--- src/rtl/uopPkg.sv ---
package uopPkg;

    typedef enum logic [3:0] {
        OP_ADD,
        OP_SUB,
        OP_AND,
        OP_OR,
        OP_XOR,
        OP_SLL,
        OP_SRL,
        OP_MUL,
        OP_MULHU
    } Opcode;

    typedef enum logic {
        FU_INT,
        FU_MUL
    } FuncUnit;

    // Multiplies go to the multiplier, everything else to the ALU
    function automatic FuncUnit unitOf(input Opcode op);
        if (op == OP_MUL || op == OP_MULHU)
            return FU_MUL;
        return FU_INT;
    endfunction

endpackage

--- src/rtl/backendCfgPkg.sv ---
package backendCfgPkg;

    // Operand and result width
    localparam int DATA_W = 32;

    // Physical register tags
    localparam int TAG_W = 6;
    localparam int NUM_REGS = 1 << TAG_W;

    // Sequence numbers wrap, so age comes from the signed difference
    localparam int SQN_W = 6;

    function automatic logic isYounger(input logic [SQN_W-1:0] sqN,
                                       input logic [SQN_W-1:0] refSqN);
        return $signed(sqN - refSqN) > 0;
    endfunction

endpackage
--- src/rtl/operandLoad.sv ---
`timescale 1ns/1ps

module operandLoad (
    input  logic                                clk,
    input  logic                                rst,

    input  logic                                decValid,
    input  logic                                decKill,
    input  uopPkg::FuncUnit                     decUnit,
    input  uopPkg::Opcode                       decOpcode,
    input  logic [backendCfgPkg::TAG_W-1:0]     decTagA,
    input  logic [backendCfgPkg::TAG_W-1:0]     decTagB,
    input  logic                                decImmB,
    input  logic [backendCfgPkg::DATA_W-1:0]    decImm,
    input  logic [backendCfgPkg::TAG_W-1:0]     decTagDst,
    input  logic [backendCfgPkg::SQN_W-1:0]     decSqN,

    input  logic                                flush,
    input  logic [backendCfgPkg::SQN_W-1:0]     flushSqN,

    output logic [backendCfgPkg::TAG_W-1:0]     rfAddrA,
    output logic [backendCfgPkg::TAG_W-1:0]     rfAddrB,
    input  logic [backendCfgPkg::DATA_W-1:0]    rfDataA,
    input  logic [backendCfgPkg::DATA_W-1:0]    rfDataB,

    input  logic                                intWbValid,
    input  logic                                intWbKill,
    input  logic [backendCfgPkg::TAG_W-1:0]     intWbTag,
    input  logic [backendCfgPkg::DATA_W-1:0]    intWbData,
    input  logic                                mulWbValid,
    input  logic                                mulWbKill,
    input  logic [backendCfgPkg::TAG_W-1:0]     mulWbTag,
    input  logic [backendCfgPkg::DATA_W-1:0]    mulWbData,

    output logic                                intEnable,
    output logic                                mulEnable,
    output logic                                exKill,
    output uopPkg::Opcode                       exOpcode,
    output logic [backendCfgPkg::DATA_W-1:0]    exSrcA,
    output logic [backendCfgPkg::DATA_W-1:0]    exSrcB,
    output logic [backendCfgPkg::TAG_W-1:0]     exTagDst,
    output logic [backendCfgPkg::SQN_W-1:0]     exSqN
);
    logic [backendCfgPkg::DATA_W-1:0] srcA;
    logic [backendCfgPkg::DATA_W-1:0] srcB;
    logic loadHit;

    assign rfAddrA = decTagA;
    assign rfAddrB = decTagB;

    // Snoop live writebacks, register file otherwise
    function automatic logic [backendCfgPkg::DATA_W-1:0] snoop(
        input logic [backendCfgPkg::TAG_W-1:0] tag,
        input logic [backendCfgPkg::DATA_W-1:0] rfData
    );
        if (tag != '0 && intWbValid && !intWbKill && intWbTag == tag)
            return intWbData;
        if (tag != '0 && mulWbValid && !mulWbKill && mulWbTag == tag)
            return mulWbData;
        return rfData;
    endfunction

    always_comb begin
        srcA = snoop(decTagA, rfDataA);
        srcB = decImmB ? decImm : snoop(decTagB, rfDataB);
    end

    assign loadHit = flush && backendCfgPkg::isYounger(decSqN, flushSqN);

    always_ff @(posedge clk) begin
        if (rst) begin
            intEnable <= 1'b0;
            mulEnable <= 1'b0;
            exKill <= 1'b0;
        end else begin
            // Killed ops still go through so the scoreboard clears
            intEnable <= decValid && decUnit == uopPkg::FU_INT;
            mulEnable <= decValid && decUnit == uopPkg::FU_MUL;
            exKill <= decKill || loadHit;
        end
    end

    always_ff @(posedge clk) begin
        if (decValid) begin
            exOpcode <= decOpcode;
            exSrcA <= srcA;
            exSrcB <= srcB;
            exTagDst <= decTagDst;
            exSqN <= decSqN;
        end
    end

endmodule

--- config.mk ---
export PLATFORM = sky130hd
export DESIGN_NAME = operandLoad
export DESIGN_NICKNAME = d
export VERILOG_FILES = /design/src/rtl/uopPkg.sv /design/src/rtl/backendCfgPkg.sv /design/src/rtl/operandLoad.sv
export SDC_FILE = /design/constraint.sdc
export NUM_CORES = 1
export LEC_CHECK = 0
export ABC_AREA = 1
export CORE_AREA = 2 2 121 123
export DETAILED_ROUTE_END_ITERATION = 8
export DIE_AREA = 0 0 123 125
export DONT_BUFFER_PORTS = 1
export SETUP_SLACK_MARGIN = 0.1
export SYNTH_ARGS = -nofsm -noshare
export SYNTH_HDL_FRONTEND = slang
export SYNTH_SLANG_ARGS = --single-unit
--- constraint.sdc ---
create_clock -name clk -period 1.9 [get_ports clk]
set_input_delay 0.19 -clock clk [delete_from_list [all_inputs] [get_ports clk]]
set_output_delay 0.19 -clock clk [all_outputs]
set_load 0.01 [all_outputs]
# [Word level (Yosys, flattened, before mapping)]
# Cells that the tools add are included.
[totals] output_inout_bits=95 ff_bits=83 word_cells=50
[op_classes] reduce_logical=20 bitwise_logic=1 n_eq_ne=4 magnitude_cmp=1 muxes=15 n_addsub=1
[ops] operator="$mux W32" count=9
[ops] operator="$eq A6 B6 Y1" count=4
[ops] operator="$logic_and A1 B1 Y1" count=15
[ops] operator="$reduce_bool A6 Y1" count=2
[ops] operator="$gt A6 B1 Y1 const B" count=1
[ops] operator="$mux W1" count=6
[ops] operator="$sub A6 B6 Y6" count=1
[ops] operator="$logic_not A1 Y1" count=2
[ops] operator="$logic_or A1 B1 Y1" count=1
[ops] operator="$not A1 Y1" count=1

# [Depth between registers and ports, before layout]
[logic_depth] word_depth=9 depth_mapped=13 depth_no_buf=13

# [Least setup slack after synthesis]
# No wires, ideal clock.
[synth_path] path_kind="in2reg" from="in decSqN[0] in the netlist's numbering" to="reg exKill" path_slack_ns=0.449 cell_stages=12 t_required_ns=1.784 t_arrival_ns=1.335 setup_time_ns=0.116 path_cell_list="inv_1 -> ha_1 -> inv_1 -> fa_1 -> inv_1 -> nand2_1 -> nor2_1 -> nand2_1 -> nor2_1 -> nand2_1 -> nand3_1 -> a21oi_1"
[synth_between] elab_chain_len=4
[synth_rtl] element="start, declared" line_no="operandLoad.sv:16" text="input logic [backendCfgPkg::SQN_W-1:0] decSqN,"
[synth_rtl] element="$sub A6 B6 Y6" line_no="backendCfgPkg.sv:15" text="return $signed(sqN - refSqN) > 0;"
[synth_rtl] element="$gt A6 B1 Y1" line_no="backendCfgPkg.sv:15"
[synth_rtl] element="$logic_and A1 B1 Y1" line_no="operandLoad.sv:68" text="assign loadHit = flush && backendCfgPkg::isYounger(decSqN, flushSqN);"
[synth_rtl] element="$logic_or A1 B1 Y1" line_no="operandLoad.sv:79" text="exKill <= decKill || loadHit;"
[synth_rtl] element="end signal, assigned" line_no="operandLoad.sv:79"
[synth_rtl] element="end, declared" line_no="operandLoad.sv:37" text="output logic exKill,"
# Every way passes these cells.
# A chain may end at the register's enable or synchronous reset.

# [Final worst setup path]
# Same ends and word-level chain as after synthesis.

==> out/metrics.cfg <==
[outcome]
status = finished with violations
violations = hold timing

[floorplan]
core_mm2 = 0.0142
die_area_mm2 = 0.0154
rows = 44
die_y_um = 125
fp.dieW_um = 123
initial_core_util_pct = 40.5
io_pins = 312

[worst_hold_path]
hold_class = in2reg

[placement]
placed_cells = 931
gp_congestion = 0.890
dpl-instance-area_mm2 = 0.00587
dp_hpwl_um = 14200
port-buffer-count = 0

[finish]
nFillCells = 1455
drive_above_1_share_pct = 7.15
finalNonFillerCells = 967
diodes = 0
fin_area_mm2 = 0.00639
multi_input_area_mm2 = 0.00250
area_growth_pct = 11.2
fin_nets = 1001
register_area_mm2 = 0.00246

[logic_synthesis]
syn_area_per_cell_um2 = 7.30
synthTopCellsByArea = edfxtp_1, nand2_1, nand3_1
synth_nets = 1010
synth_edf_count = 80
synth_cell_types = 30
netlist.area_leader.share_pct = 41.8
ys_top_cells_by_count = nand2_1, inv_1, nand3_1
synth_ff_type = edfxtp_1
synth-seq-area-share_pct = 42.9
ys.warnings.count = 0
syn_inst = 787
synth_seq_cells = 83
async_reset_ff_share_pct = 0
synth.most_common_cell = nand2_1
synth_area_leader_cell = edfxtp_1
synth_area_mm2 = 0.00575

[job]
maxCapViolations = 0

[power_and_ir_drop]
pwr_density_cell_mw_per_mm2 = 759
p_leak_nw = 3.13
ir_worst_vdd_uv = 348
finalPower_mw = 4.85

[routing]
drt_iter0_drc = 399
wl_met1_um = 7790
wl_um = 19900
num_vias = 5447
drtAntennaViolNets = 0
wl_met2_um = 9600
remaining_drc_errors = 0
drt_pass1_iterations = 7
top_layer = met4
routed_via_density = 5.63
wl_per_cell_um = 20.5
met3_length_um = 2090

[timing]
finalSetupViolations = 0
fin_crit_sh_pct = 68.5
worstMarginPinSlew_ns = 0.431
max_freq_mhz = 769
setup_tns_ns = 0
maxSlewHeadroom_pct = 71.3
whs_ns = -0.0352
hold_violations = 12
finalMaxSlewViolations = 0
min_period_ns = 1.30
rsz0062_at_grt = false

[clock_tree]
cts_max_level = 3
clockBufferDepth = 2
numClockSinks = 83
post_cts.repair.setup_buffers = 0
cts_resized = 0
cts_tree = built
postCtsHoldBufs = 20
clkTransAtPathRegs_ns = 0.07
numCtsBuffers = 9
root_buffer = clkbuf_16

[worst_setup_path]
crit_fanout = 3
crit_type = in2reg
critPathCaptureType = register
arrival_ns = 1.53
cp_data_required_time_ns = 2.13
cp-start-kind = input port

[global_route]
antenna_found_initial = 0
grtUsageTotal_pct = 25.2
grt_pass1_wl_um = 29800
grt_pass1_vias = 5369
overflow = 0
grt_max_degree = 83

==> layer usage <==
layer  GRT usage [%]  up-vias
met1            31.3     2538
met2            41.2      323
met3            7.76       28
met5               0        -
met4            8.96        0
li1                -     2558
==> area by class of cell <==
class | instances | area share (%)
clock buffers | 11 | 3.96
clock inverters | 5 | 1.06
inverters | 134 | 7.87
multi-input cells | 512 | 39.1
flip-flops and latches | 83 | 38.5
well taps | 184 | 3.60
repair buffers | 38 | 5.84
==> critical path, stage by stage <==
cell and delay, ns:
inv_1 0.02, ha_1 0.18, inv_1 0.11, fa_1 0.43
inv_1 0.06, nand2_1 0.04, nor2_1 0.11, nand2_1 0.06
nor2_1 0.10, nand2_1 0.06, nand3_1 0.09, a21oi_1 0.07
==> report_power, final <==
group / internal (mW) / switching (mW)
registers: 2.20 / 0.151
logic: 0.226 / 0.385
clock network: 1.11 / 0.779
total: 3.53 / 1.31
==> registers in the layout, summed over array words and instances (netlist names) <==
signal     count
exOpcode       4
exSrcA        32
exTagDst       6
exKill         1
mulEnable      1
exSrcB        32
intEnable      1
exSqN          6
==> cell usage in the layout (no fill, tap or decap), drive strengths merged, types with 11 or more instances in the layout <==
| cell type | instances |
|---|---|
| a21oi | 39 |
| buf | 18 |
| clkbuf | 11 |
| dlygate4sd3 | 20 |
| edfxtp | 80 |
| inv | 137 |
| nand2 | 244 |
| nand3 | 111 |
| nand4 | 67 |
| nor2 | 26 |
==> logic make-up (layout without fill, tap and decap cells) <==
| family | Yosys count | count (layout) | share of synthesized area, % |
|---|---|---|---|
| and+or+nand+nor | 453 | 453 | 36.2 |
| buffers and inverters | 192 | 188 | 14.4 |
| DFF | 83 | 83 | 42.9 |
| AOI/OAI and AO/OA | 46 | 46 | 4.09 |
| xor gates and xnor gates | 7 | 7 | 1.07 |
| adders and majority gates | 6 | 6 | 1.44 |
==> stage by stage <==
step	setup slack (ns)	utilization, %
after floorplan	0.449	-
after global placement	0.287	41.3
after detailed placement	0.249	41.3
after CTS	0.616	45.0
after global routing	0.470	45.0
final	0.599	45.0
==> path summary, 6_finish.rpt <==
path / from / to / depth (start not counted)
max: decSqN[0] / exKill / 12
min: decValid / exSrcB[1] / 0
No activity file was read; power rests on OpenSTA's default activity.
