## src/rtl/backendCfgPkg.sv

```systemverilog
package backendCfgPkg;

    // Operand and result width
    localparam int DATA_W = 32;

    // Physical register tags
    localparam int TAG_W = 6;
    localparam int NUM_REGS = 1 << TAG_W;

    // Sequence numbers wrap, so age comes from the signed difference
    localparam int SQN_W = 6;

    function automatic logic isYounger(input logic [SQN_W-1:0] sqN,
                                       input logic [SQN_W-1:0] refSqN);
        return $signed(sqN - refSqN) > 0;
    endfunction

endpackage
```

## src/rtl/rfWriteback.sv

```systemverilog
`timescale 1ns/1ps

module rfWriteback (
    input  logic                                clk,
    input  logic                                rst,

    input  logic [backendCfgPkg::TAG_W-1:0]     rfAddrA,
    input  logic [backendCfgPkg::TAG_W-1:0]     rfAddrB,
    output logic [backendCfgPkg::DATA_W-1:0]    rfDataA,
    output logic [backendCfgPkg::DATA_W-1:0]    rfDataB,

    input  logic                                intWbValid,
    input  logic                                intWbKill,
    input  logic [backendCfgPkg::TAG_W-1:0]     intWbTag,
    input  logic [backendCfgPkg::DATA_W-1:0]    intWbData,
    input  logic [backendCfgPkg::SQN_W-1:0]     intWbSqN,
    input  logic                                mulWbValid,
    input  logic                                mulWbKill,
    input  logic [backendCfgPkg::TAG_W-1:0]     mulWbTag,
    input  logic [backendCfgPkg::DATA_W-1:0]    mulWbData,
    input  logic [backendCfgPkg::SQN_W-1:0]     mulWbSqN,

    output logic                                intResValid,
    output logic [backendCfgPkg::TAG_W-1:0]     intResTag,
    output logic [backendCfgPkg::DATA_W-1:0]    intResData,
    output logic [backendCfgPkg::SQN_W-1:0]     intResSqN,
    output logic                                mulResValid,
    output logic [backendCfgPkg::TAG_W-1:0]     mulResTag,
    output logic [backendCfgPkg::DATA_W-1:0]    mulResData,
    output logic [backendCfgPkg::SQN_W-1:0]     mulResSqN
);
    logic [backendCfgPkg::DATA_W-1:0] regs [backendCfgPkg::NUM_REGS];
    logic intLive;
    logic mulLive;

    assign intLive = intWbValid && !intWbKill;
    assign mulLive = mulWbValid && !mulWbKill;

    // Tag 0 is hardwired to zero
    assign rfDataA = (rfAddrA == '0) ? '0 : regs[rfAddrA];
    assign rfDataB = (rfAddrB == '0) ? '0 : regs[rfAddrB];

    always_ff @(posedge clk) begin
        if (intLive && intWbTag != '0)
            regs[intWbTag] <= intWbData;
        if (mulLive && mulWbTag != '0)
            regs[mulWbTag] <= mulWbData;
    end

    always_ff @(posedge clk) begin
        if (rst) begin
            intResValid <= 1'b0;
            mulResValid <= 1'b0;
        end else begin
            intResValid <= intLive;
            mulResValid <= mulLive;
        end
    end

    always_ff @(posedge clk) begin
        intResTag <= intWbTag;
        intResData <= intWbData;
        intResSqN <= intWbSqN;
        mulResTag <= mulWbTag;
        mulResData <= mulWbData;
        mulResSqN <= mulWbSqN;
    end

endmodule

```

## config.mk

```make
export PLATFORM = sky130hd
export DESIGN_NAME = rfWriteback
export DESIGN_NICKNAME = d
export VERILOG_FILES = /design/src/rtl/backendCfgPkg.sv /design/src/rtl/rfWriteback.sv
export SDC_FILE = /design/constraint.sdc
export NUM_CORES = 2
export LEC_CHECK = 0
export BUFFER_PORTS_ARGS = -buffer_cell sky130_fd_sc_hd__buf_2
export CORE_ASPECT_RATIO = 1.2
export CORE_MARGIN = 2
export CORE_UTILIZATION = 45
export CTS_BUF_LIST = sky130_fd_sc_hd__clkbuf_4 sky130_fd_sc_hd__clkbuf_8 sky130_fd_sc_hd__clkbuf_16
export DETAILED_ROUTE_END_ITERATION = 8
export PLACE_DENSITY_LB_ADDON = 0.05
export SLEW_MARGIN = 0
export SYNTH_ARGS = -nofsm -noshare
export SYNTH_HDL_FRONTEND = slang
export SYNTH_SLANG_ARGS = --single-unit
export TNS_END_PERCENT = 1
```

## constraint.sdc

```tcl
create_clock -name clk -period 10.9 [get_ports clk]
set_input_delay 2.18 -clock clk [delete_from_list [all_inputs] [get_ports clk]]
set_output_delay 2.18 -clock clk [all_outputs]
set_load 0.01 [all_outputs]
```

-- Word-level counts from Yosys, hierarchy flattened
Memories as Yosys holds them, arrays and structs flattened.
Index checks and enable logic that the tools add are counted.
- output and inout bits: 154
- word-level logic and storage cells: 25
- bits in registers: 90
- memories kept: 1
- bits of input ports: 106
- bits in writable memories: 2048
- memory list (name ; words ; bits a word ; rd ports ; clocked after memory_dff ; wr ports ; RTL line ; text):
    regs ; 64 ; 32 ; 2 ; 0 ; 2 ; rfWriteback.sv:32 ; logic [backendCfgPkg::DATA_W-1:0] regs [backendCfgPkg::NUM_REGS];
- reduce and logical (&&, ||, !) cells: 10
- multiplexer cells: 6
- operators with widths (operator ; count):
    $mux 32 ; 2
    $logic_not 6->1 ; 2
    $reduce_bool 6->1 ; 2
    $logic_and 1x1->1 ; 4
    $mux 1 ; 4
    $logic_not 1->1 ; 2

-- Logic depth before layout (Yosys ltp)
- depth in word-level cells: 5
- gate-level depth with buffers: 11
- gate-level depth less buffers: 5

-- Worst setup path after synthesis
OpenSTA, ideal clock, no wires.
- path type: input -> output
- from: input rfAddrB[0] (netlist name)
- to: output rfDataB[29] (netlist name)
- arrival: 3.942 ns
- stages: 9
- slack: 4.778 ns
- path buffers: 5
- cell sequence: buf_6 > buf_6 > buf_6 > buf_6 > buf_6 > mux4_2 > mux2i_1 > nand3_1 > a32o_1
- cells in the longest elaborated chain, start to end: 2
- RTL lines (element ; RTL line ; text):
    start, declared ; rfWriteback.sv:8 ; input logic [backendCfgPkg::TAG_W-1:0] rfAddrB,
    $mem_v2 64x32 / $logic_not 6->1 (equally long branches) ; - ;
    $mux 32 * ; rfWriteback.sv:41 ; assign rfDataB = (rfAddrB == '0) ? '0 : regs[rfAddrB];
    end, declared ; rfWriteback.sv:10 ; output logic [backendCfgPkg::DATA_W-1:0] rfDataB,
Mark *: on every way between the ends. The rest lies on a longest branch, timed or not.

-- Worst setup path after layout
- from: input rfAddrA[1] (netlist name)
- to: output rfDataA[5] (netlist name)
- cells in the longest elaborated chain, start to end: 2
- RTL lines (element ; RTL line ; text):
    start, declared ; rfWriteback.sv:7 ; input logic [backendCfgPkg::TAG_W-1:0] rfAddrA,
    $mem_v2 64x32 / $logic_not 6->1 (equally long branches) ; - ;
    $mux 32 * ; rfWriteback.sv:40 ; assign rfDataA = (rfAddrA == '0) ? '0 : regs[rfAddrA];
    end, declared ; rfWriteback.sv:9 ; output logic [backendCfgPkg::DATA_W-1:0] rfDataA,
Marks and branches as above.

==> impl_metrics.ini <==
[clock_network]
numCtsBuffers = 241
cts_buffer_depth = 4
cts.repair.resized = 0
cts_hold_buf = 0
htree_num_levels = 4
clkSinkCount = 2138
clockRootBuffer = clkbuf_16
cts_tree = done
clk_pin_slew_ns = 0.06
post_cts_buffers = 0

[hold_path]
hold_path_class = input port to register

[logic_synthesis]
synth-async-reset-ratio = 0
ys.flop_type = edfxtp_1
syn_area_sq_mm = 0.123
syn_area_per_cell_sq_um = 15.7
synth_cell_type_count = 73
yosys_warnings = 0
synth_edf_count = 2048
ys_seq_elements = 2138
synth-seq-area-share = 0.515
synthCells = 7827

[sta]
setup_tns_ns = 0
fin_crit_sh = 0.784
hold-worst-slack_ns = 1.37
grt_setup_unrepaired = no
finalCriticalPeriod_ns = 8.55
report.final.hold_viol_count = 0
slew_headroom = -0.0189
drv_slew = 1
fmax_mhz = 117
setup_viol = 0
worstMarginPinSlew_ns = 1.53

[pwr]
power_frac_seq = 0.462
p_leak_nw = 44.2
power_frac_clock = 0.422
power.density_mw_per_mm2 = 146
switchingPower_w = 0.00497
power_frac_comb = 0.116
peakVddDrop_v = 0.000133
p_int_w = 0.0148
swShare = 0.252

[layout]
syn_to_final_growth_pct = 10.2
fin_nets = 7681
utilization = 0.498
drive_gt1_frac = 0.536
final_cell_area_sq_mm = 0.136

[detailed_routing]
drcViolationCount = 0
route.vias.total = 80233
wire_per_inst_um = 43.1
antenna_left = 0
drtIter0Drc = 10251
vias_per_cell = 7.05
first_pass_iters = 7
drt_wl_total_mm = 490

[place]
port_buffers = 259
place_area_sq_mm = 0.128
hpwl_mm = 294
gp_congestion = 0.905

[setup_path]
worstPathMaxFanout = 70
crit_start = rfAddrA[1]
setup.worst_path.end_class = output port
critPathRequiredTime_ns = 8.72
start_kind = input port
critical_path_class = input port to output port
worstPathArrival_ns = 6.37
crit_end = rfDataA[5]

[global_route]
antenna_found_initial = 27
grt_pass1_vias = 79823
grt_max_degree = 103
track_usage = 0.348
overflow = 0
grt_first_pass_wirelength_mm = 671

[floorplan]
rows = 210
io_pins = 260
start_util = 0.452
core_area_sq_mm = 0.272
die-area_sq_mm = 0.278
dieWidth_um = 481
chipHeight_um = 577

[flow_run]
max_cap_viol_count = 0

[status]
violations = slew limit
status = complete, but fails checks
## metal layers
layer  global-route usage  up-vias  part of all wire
li1                     -    31239                 -
met1                0.457    43253              0.38
met2                0.564     4633              0.48
met3               0.0663     1090             0.088
met4                0.148       18             0.049
met5                    0        -           0.00028
## critical path, cell delays in order
cell and delay [ns]:
buf_8 0.65, buf_4 0.51, buf_4 0.62, mux4_2 0.40
mux4_2 0.52, nor2_1 0.51, o22ai_1 0.52, buf_2 0.31
## Yosys cell counts, drive strengths merged, types with 17 or more instances
cell,instances,share of area
nor2,150,0.0046
nand2,187,0.0062
o21ai,90,0.0037
nor3,30,0.0013
a211o,19,0.0014
o211ai,19,0.0012
a21o,17,0.0010
nor2b,29,0.0015
mux4,851,0.16
a211oi,71,0.0043
edfxtp,2048,0.50
dfxtp,90,0.015
o221ai,130,0.0093
a221o,26,0.0021
a221oi,31,0.0022
buf,513,0.023
a22oi,38,0.0023
a32o,20,0.0016
clkbuf,582,0.018
o22ai,190,0.0097
mux2i,271,0.022
nand3,26,0.0011
mux2,2194,0.20
a21oi,39,0.0017
## sequential cells by signal (all words and copies together), names as in the netlist
register,cells
regs,2048
intResData,32
mulResData,32
intResSqN,6
intResTag,6
mulResSqN,6
mulResTag,6
intResValid,1
mulResValid,1
## layout make-up
type                       instances  area (sq um)
clock buffer                     345          7020
clock inverter                    98           833
sequential                      2138         63300
fill                           23197        137000
antenna                            9          22.5
tap                             3604          4510
multi-input combinational       4618         56000
inverter                           7          26.3
timing repair buffer             569          3910
## power groups by stage
stage                     Sequential, W  Clock (W)  Combinational, W
after floorplan                 0.00929          0           0.00140
after global placement          0.00929          0           0.00222
after detailed placement        0.00929          0           0.00224
after CTS                       0.00912    0.00843           0.00225
after global routing            0.00912    0.00871           0.00237
final                           0.00912    0.00834           0.00229
## cells in the final DEF, fill, tap and decap left out, types with 71 or more instances in the layout
master / instances
mux2i_1: 271
nor2_1: 116
buf_4: 293
o22ai_1: 158
mux4_2: 851
nand2_1: 150
clkbuf_4: 81
clkbuf_16: 247
mux2_2: 2144
o221ai_1: 130
edfxtp_1: 2048
a211oi_1: 71
buf_2: 251
dfxtp_1: 90
## metrics by stage
step / total power, W / cells / worst slack (ns)
after floorplan: 0.0107 / 7858 / 4.78
after global placement: 0.0115 / 10934 / 2.26
after detailed placement: 0.0115 / 10936 / 2.45
after CTS: 0.0198 / 11379 / 2.46
after global routing: 0.0202 / 11384 / 2.32
final: 0.0198 / 11388 / 2.35
## cells by family (layout without fill, tap and decap cells)
logic type      Yosys count  after routing  share of synthesized area
flops                  2138           2138                      0.515
compound gates          745            745                     0.0441
buf+inv                1102           1019                     0.0411
mux                    3316           3316                      0.380
simple gates            525            525                     0.0206
other cells               1             41                  0.0000305
## how the worst min path moves through the flow
stage,startpoint,to,slack (ns),depth (start not counted)
2_1_floorplan,intWbData[0],intResData[0]$_DFF_P_,2.21,0
4_1_cts,intWbSqN[2],intResSqN[2]$_DFF_P_,1.31,1
3_5_place_dp,intWbSqN[0],intResSqN[0]$_DFF_P_,2.28,1
5_1_grt,intWbSqN[2],intResSqN[2]$_DFF_P_,1.33,1
6_report,intWbSqN[2],intResSqN[2]$_DFF_P_,1.37,1
3_3_place_gp,mulWbSqN[3],mulResSqN[3]$_DFF_P_,2.28,1
Power figures use the tool's default switching activity.
