--- src/rtl/uopPkg.sv ---
package uopPkg;

    typedef enum logic [3:0] {
        OP_ADD,
        OP_SUB,
        OP_AND,
        OP_OR,
        OP_XOR,
        OP_SLL,
        OP_SRL,
        OP_MUL,
        OP_MULHU
    } Opcode;

    typedef enum logic {
        FU_INT,
        FU_MUL
    } FuncUnit;

    // Multiplies go to the multiplier, everything else to the ALU
    function automatic FuncUnit unitOf(input Opcode op);
        if (op == OP_MUL || op == OP_MULHU)
            return FU_MUL;
        return FU_INT;
    endfunction

endpackage

--- src/rtl/backendCfgPkg.sv ---
package backendCfgPkg;

    // Operand and result width
    localparam int DATA_W = 32;

    // Physical register tags
    localparam int TAG_W = 6;
    localparam int NUM_REGS = 1 << TAG_W;

    // Sequence numbers wrap, so age comes from the signed difference
    localparam int SQN_W = 6;

    function automatic logic isYounger(input logic [SQN_W-1:0] sqN,
                                       input logic [SQN_W-1:0] refSqN);
        return $signed(sqN - refSqN) > 0;
    endfunction

endpackage
--- src/rtl/mulExec.sv ---
`timescale 1ns/1ps

module mulExec #(
    parameter int MUL_LATENCY = 3
) (
    input  logic                                clk,
    input  logic                                rst,

    input  logic                                mulEnable,
    input  logic                                exKill,
    input  uopPkg::Opcode                       exOpcode,
    input  logic [backendCfgPkg::DATA_W-1:0]    exSrcA,
    input  logic [backendCfgPkg::DATA_W-1:0]    exSrcB,
    input  logic [backendCfgPkg::TAG_W-1:0]     exTagDst,
    input  logic [backendCfgPkg::SQN_W-1:0]     exSqN,

    input  logic                                flush,
    input  logic [backendCfgPkg::SQN_W-1:0]     flushSqN,

    output logic                                mulWbValid,
    output logic                                mulWbKill,
    output logic [backendCfgPkg::TAG_W-1:0]     mulWbTag,
    output logic [backendCfgPkg::DATA_W-1:0]    mulWbData,
    output logic [backendCfgPkg::SQN_W-1:0]     mulWbSqN
);
    localparam int W = backendCfgPkg::DATA_W;

    logic [2*W-1:0] product;
    logic [W-1:0] productWord;
    logic [MUL_LATENCY-1:0] stValid;
    logic [MUL_LATENCY-1:0] stKill;
    logic [W-1:0] stData [MUL_LATENCY];
    logic [backendCfgPkg::TAG_W-1:0] stTag [MUL_LATENCY];
    logic [backendCfgPkg::SQN_W-1:0] stSqN [MUL_LATENCY];

    // Unsigned product, word picked by opcode
    assign product = exSrcA * exSrcB;
    assign productWord = (exOpcode == uopPkg::OP_MULHU) ? product[2*W-1:W] : product[W-1:0];

    always_ff @(posedge clk) begin
        if (rst) begin
            stValid <= '0;
            stKill <= '0;
        end else begin
            stValid[0] <= mulEnable;
            stKill[0] <= exKill || (flush && backendCfgPkg::isYounger(exSqN, flushSqN));
            for (int i = 1; i < MUL_LATENCY; i++) begin
                stValid[i] <= stValid[i-1];
                stKill[i] <= stKill[i-1] ||
                             (flush && backendCfgPkg::isYounger(stSqN[i-1], flushSqN));
            end
        end
    end

    always_ff @(posedge clk) begin
        stData[0] <= productWord;
        stTag[0] <= exTagDst;
        stSqN[0] <= exSqN;
        for (int i = 1; i < MUL_LATENCY; i++) begin
            stData[i] <= stData[i-1];
            stTag[i] <= stTag[i-1];
            stSqN[i] <= stSqN[i-1];
        end
    end

    assign mulWbValid = stValid[MUL_LATENCY-1];
    assign mulWbKill = stKill[MUL_LATENCY-1];
    assign mulWbTag = stTag[MUL_LATENCY-1];
    assign mulWbData = stData[MUL_LATENCY-1];
    assign mulWbSqN = stSqN[MUL_LATENCY-1];

endmodule

--- config.mk ---
export PLATFORM = sky130hd
export DESIGN_NAME = mulExec
export DESIGN_NICKNAME = d
export VERILOG_FILES = /design/src/rtl/uopPkg.sv /design/src/rtl/backendCfgPkg.sv /design/src/rtl/mulExec.sv
export SDC_FILE = /design/constraint.sdc
export NUM_CORES = 2
export LEC_CHECK = 0
export BUFFER_PORTS_ARGS = -buffer_cell sky130_fd_sc_hd__buf_2
export CORE_UTILIZATION = 39
export CTS_CLUSTER_DIAMETER = 50
export DETAILED_ROUTE_END_ITERATION = 8
export PLACE_DENSITY_LB_ADDON = 0.12
export SYNTH_ARGS = -nofsm -noshare
export SYNTH_HDL_FRONTEND = slang
export SYNTH_SLANG_ARGS = --single-unit
--- constraint.sdc ---
create_clock -name clk -period 8.9 [get_ports clk]
set_input_delay 0.89 -clock clk [delete_from_list [all_inputs] [get_ports clk]]
set_output_delay 0.89 -clock clk [all_outputs]
set_load 0.02 [all_outputs]
* Word-level counts from Yosys, hierarchy flattened
Memories as Yosys holds them, arrays and structs flattened.
Cells that the tools add are included.
** Word-level totals
- Bits of input ports :: 91
- Output and inout bits :: 46
- Bits in writable memories :: 132
- Word-level logic and storage cells :: 20
- Register bits after elaboration :: 6
- Memories kept :: 3
** Operators by class
- Equality and inequality tests :: 1
- Add/sub/neg operators :: 3
- Multiplexer cells :: 1
- Multiply operators :: 1
- Order comparisons :: 3
- Reduce and logical (&&, ||, !) cells :: 6
** Memory list
- stData :: depth 3, bits a word 32, rd ports 3, clocked after memory_dff 0, wr ports 3, line mulExec.sv:32 : logic [W-1:0] stData [MUL_LATENCY];
- stSqN :: depth 3, bits a word 6, rd ports 3, clocked after memory_dff 0, wr ports 3, line mulExec.sv:34 : logic [backendCfgPkg::SQN_W-1:0] stSqN [MUL_LATENCY];
- stTag :: depth 3, bits a word 6, rd ports 3, clocked after memory_dff 0, wr ports 3, line mulExec.sv:33 : logic [backendCfgPkg::TAG_W-1:0] stTag [MUL_LATENCY];
** Operators by type and width (count)
- $mul A32 B32 Y64 :: 1
- $mux W32 :: 1
- $gt A6 B1 Y1 const B :: 3
- $sub A6 B6 Y6 :: 3
- $eq A4 B4 Y1 const B :: 1
- $logic_and A1 B1 Y1 :: 3
- $logic_or A1 B1 Y1 :: 3

* Logic depth before layout (Yosys ltp)
- Word-level depth :: 4
- Gate-level depth with buffers :: 28
- Gate-level depth less buffers :: 26

* Worst setup path before layout
OpenSTA, ideal clock, no wires.
- Path kind :: input-to-reg
- Start point :: input port exSrcB[9] (netlist bit)
- End point :: memory stData[0][29] (netlist bit)
- Path buffers :: 2
- Path slack :: 1054 ps
- Library setup time :: 121 ps
- Data arrival time :: 7725 ps
- Stages :: 26
- Required time :: 8779 ps
- Path through :: clkbuf_1 -> and2_1 -> fa_1 -> fa_1 -> inv_1 -> fa_1 -> fa_1 -> inv_1 -> fa_1 -> fa_1 -> fa_1 -> inv_1 -> fa_1 -> inv_1 -> ha_1 -> buf_2 -> nand4_1 -> nor2_1 -> nand4_1 -> a2111oi_1 -> nor3_1 -> a21oi_2 -> a221oi_2 -> o31ai_1 -> xor2_1 -> mux2_2
** RTL lines
- from (decl) :: line mulExec.sv:13 : input logic [backendCfgPkg::DATA_W-1:0] exSrcB,
- to (decl) :: line mulExec.sv:32

==> metrics.txt <==
R2R cell count 11; max cap viols 0; drt total wl 106000 microns; drt initial violations 1334; Slew @ Worst Pin 0.850 ns; Cell Area, Synth about 37000 sq um; vias per inst roughly 4.8; Hold EP stTag[0][13]; fmax 0.120 GHz; Setup WS pre-CTS 0.196 ns; met3 usage 2.28%; Clk Latency, worst-skew pair 0.42 ns; Mapped Cells between 4000 and 5000; setup TNS 0 ns; Max-slew headroom 43.4%; H-tree depth 4; Worst-path clk slew 0.06 ns; EDFF count, synth 0; die height 312 microns; Final period util 93.5%; Yosys reg bits 138; CTS tree done; Hold Startpoint stTag[0][7]; initial antenna violation count 2; Global Route Usage Sum 22.8%; port bufs 136; Post-Syn Area per Cell 9.30 sq um; core footprint around 95000 sq um; worst path arrival time 8.59 ns; share of layout cells above drive strength 1 7.85%; Worst Setup Start Kind input pin; Main synth FF type dfxtp_1; largest net degree at the start of global routing 45; critical path class in -> reg; Synth async-reset ratio 0%; status finished clean; Setup crit end kind flip-flop; CP Max Fanout 32; reg-to-reg critical path endpoint stKill[2]; global-route wire length before repair 171000 microns; Wirelength per Cell about 20 microns; area grow syn2layout 7.56%; commonest non-fill, non-tap cell in the layout fa_1; M1 GR Usage 32.5%; drc violations 0; R2R setup slack 6.93 ns; clk buf depth 2; global route overflow 0; Layout Skew 0.0111 ns; min Tclk post-route 8.33 ns; Post-CTS Setup Inserts 0; hold depth 0; most frequent cells in the layout fa_1 (899), inv_1 (873), and2_1 (595); die width between 300 and 400 microns; drt pass-1 iters 6; Initial Utilization 39.4%; Hold-fix buffers, CTS 0; RSZ-0062 raised after global routing false; vias 25783; met2 Use GR about two fifths; Seq/Total Area, Yosys 7.38%; GPL Wtd Cong roughly 0.88; I/O pin total between 100 and 150; Final ANT Viol Nets 0; # rows 113; CTS Root Cell clkbuf_16; Hold Crit Class reg -> reg; syn nets about 5300; cts bufs inserted 17; Fin. Hold Viols 0; dpl hpwl 89100 microns; post_cts resized 0; worst endpoint required time 9.17 ns; Pins Over Slew Limit 0; Yosys warnings 0; synth unique cells 73; final-stage net count approximately 5300; reg2reg start stSqN[0][6]; Sink Count approximately 140; vias in the first global route ~29000; setup ws final 0.574 ns; die area 97200 sq um; global route hottest layer met2; endpoints failing setup 0
synth_stat cells (3+ instances only):
cell type,count,area share (%)
a21oi_2,4,0.094
nand3_1,16,0.21
dfxtp_1,138,7.4
xnor2_1,43,1.0
o31ai_1,7,0.14
a31oi_1,10,0.17
o21bai_1,12,0.24
and3_1,6,0.10
fa_1,899,48
a21boi_0,4,0.080
and2_1,595,9.9
nand4_1,18,0.30
a211oi_1,11,0.22
nor3_1,7,0.094
o221ai_1,3,0.070
nand2b_1,9,0.15
nand2_1,507,5.1
nor2b_1,6,0.10
a21oi_1,87,1.2
clkbuf_1,211,2.1
o21ai_0,53,0.71
xor2_1,29,0.68
buf_4,44,0.88
a21o_1,41,0.82
o31a_1,3,0.070
ha_1,278,9.3
o21a_1,3,0.060
buf_2,8,0.11
inv_1,873,8.8
nor2_1,49,0.49
worst max-delay path, stage by stage:
cell       delay, ns
buf_2           0.58
nand2_1         0.16
fa_1            0.54
inv_1           0.05
fa_1            0.47
fa_1            0.51
inv_1           0.05
fa_1            0.47
inv_1           0.06
fa_1            0.50
fa_1            0.51
fa_1            0.54
inv_1           0.06
fa_1            0.50
inv_1           0.05
ha_1            0.32
nand4_1         0.16
nor2_1          0.26
nand4_1         0.22
a2111oi_1       0.56
nor3_1          0.17
a21oi_2         0.23
a221oi_2        0.10
buf_4           0.15
o21ba_2         0.21
xnor2_1         0.15
o21ai_0         0.09
flip-flops by register name (all words and copies together), names as in the netlist:
| signal | count |
|---|---|
| stSqN | 18 |
| stTag | 18 |
| stData | 96 |
| stValid | 3 |
| stKill | 3 |
logic make-up (layout without fill, tap and decap cells):
logic type,Yosys count,count (layout),synth area share (%)
simple gates,1227,1227,16.8
fa+ha+maj,1177,1177,57.4
buf+inv,1138,1168,11.9
compound gates,270,270,4.84
flops,138,138,7.38
xor+xnor,72,72,1.68
mux,1,1,0.0301
other cells,0,2,0
how the worst max path moves through the flow:
stage,from,endpoint,slack [ns],cells after the start
after floorplan,exSrcB[9],stData[0][29],1.05,26
after global placement,exSrcB[6],stData[0][26],0.16,29
after detailed placement,exSrcB[6],stData[0][26],0.20,29
after CTS,exSrcA[10],stData[0][25],0.59,26
after global routing,exSrcA[10],stData[0][25],0.15,26
final,exSrcB[6],stData[0][25],0.57,27
cell type report:
| cell class | instances | area [sq um] |
|---|---|---|
| multi-input cells | 2747 | 30200 |
| diodes | 2 | 5.00 |
| flip-flops and latches | 138 | 2760 |
| fillers | 9491 | 54800 |
| clock buffers | 17 | 425 |
| repair buffers | 263 | 1780 |
| clock inverters | 15 | 196 |
| inverters | 873 | 3280 |
| well taps | 1265 | 1580 |
per-layer routing:
metal  vias to the layer above  routed length (microns)
met5                         -                        8
met4                         2                     1080
met3                        56                     4210
met2                       467                    51800
met1                     13509                    48900
li1                      11749                        -
metrics by stage:
stage	area (sq um)	instances	utilization (%)	hold WS, ns
after floorplan	37400	4023	-	0.310
after global placement	39600	5286	41.7	0.310
after detailed placement	39600	5286	41.7	0.312
after CTS	40200	5318	42.4	0.326
after global routing	40200	5318	42.4	0.330
final	40300	5320	42.4	0.325
Power is left out: the tool's default activity adds up to more than one toggle a clock period on the data nets, which glitch-free logic cannot reach.
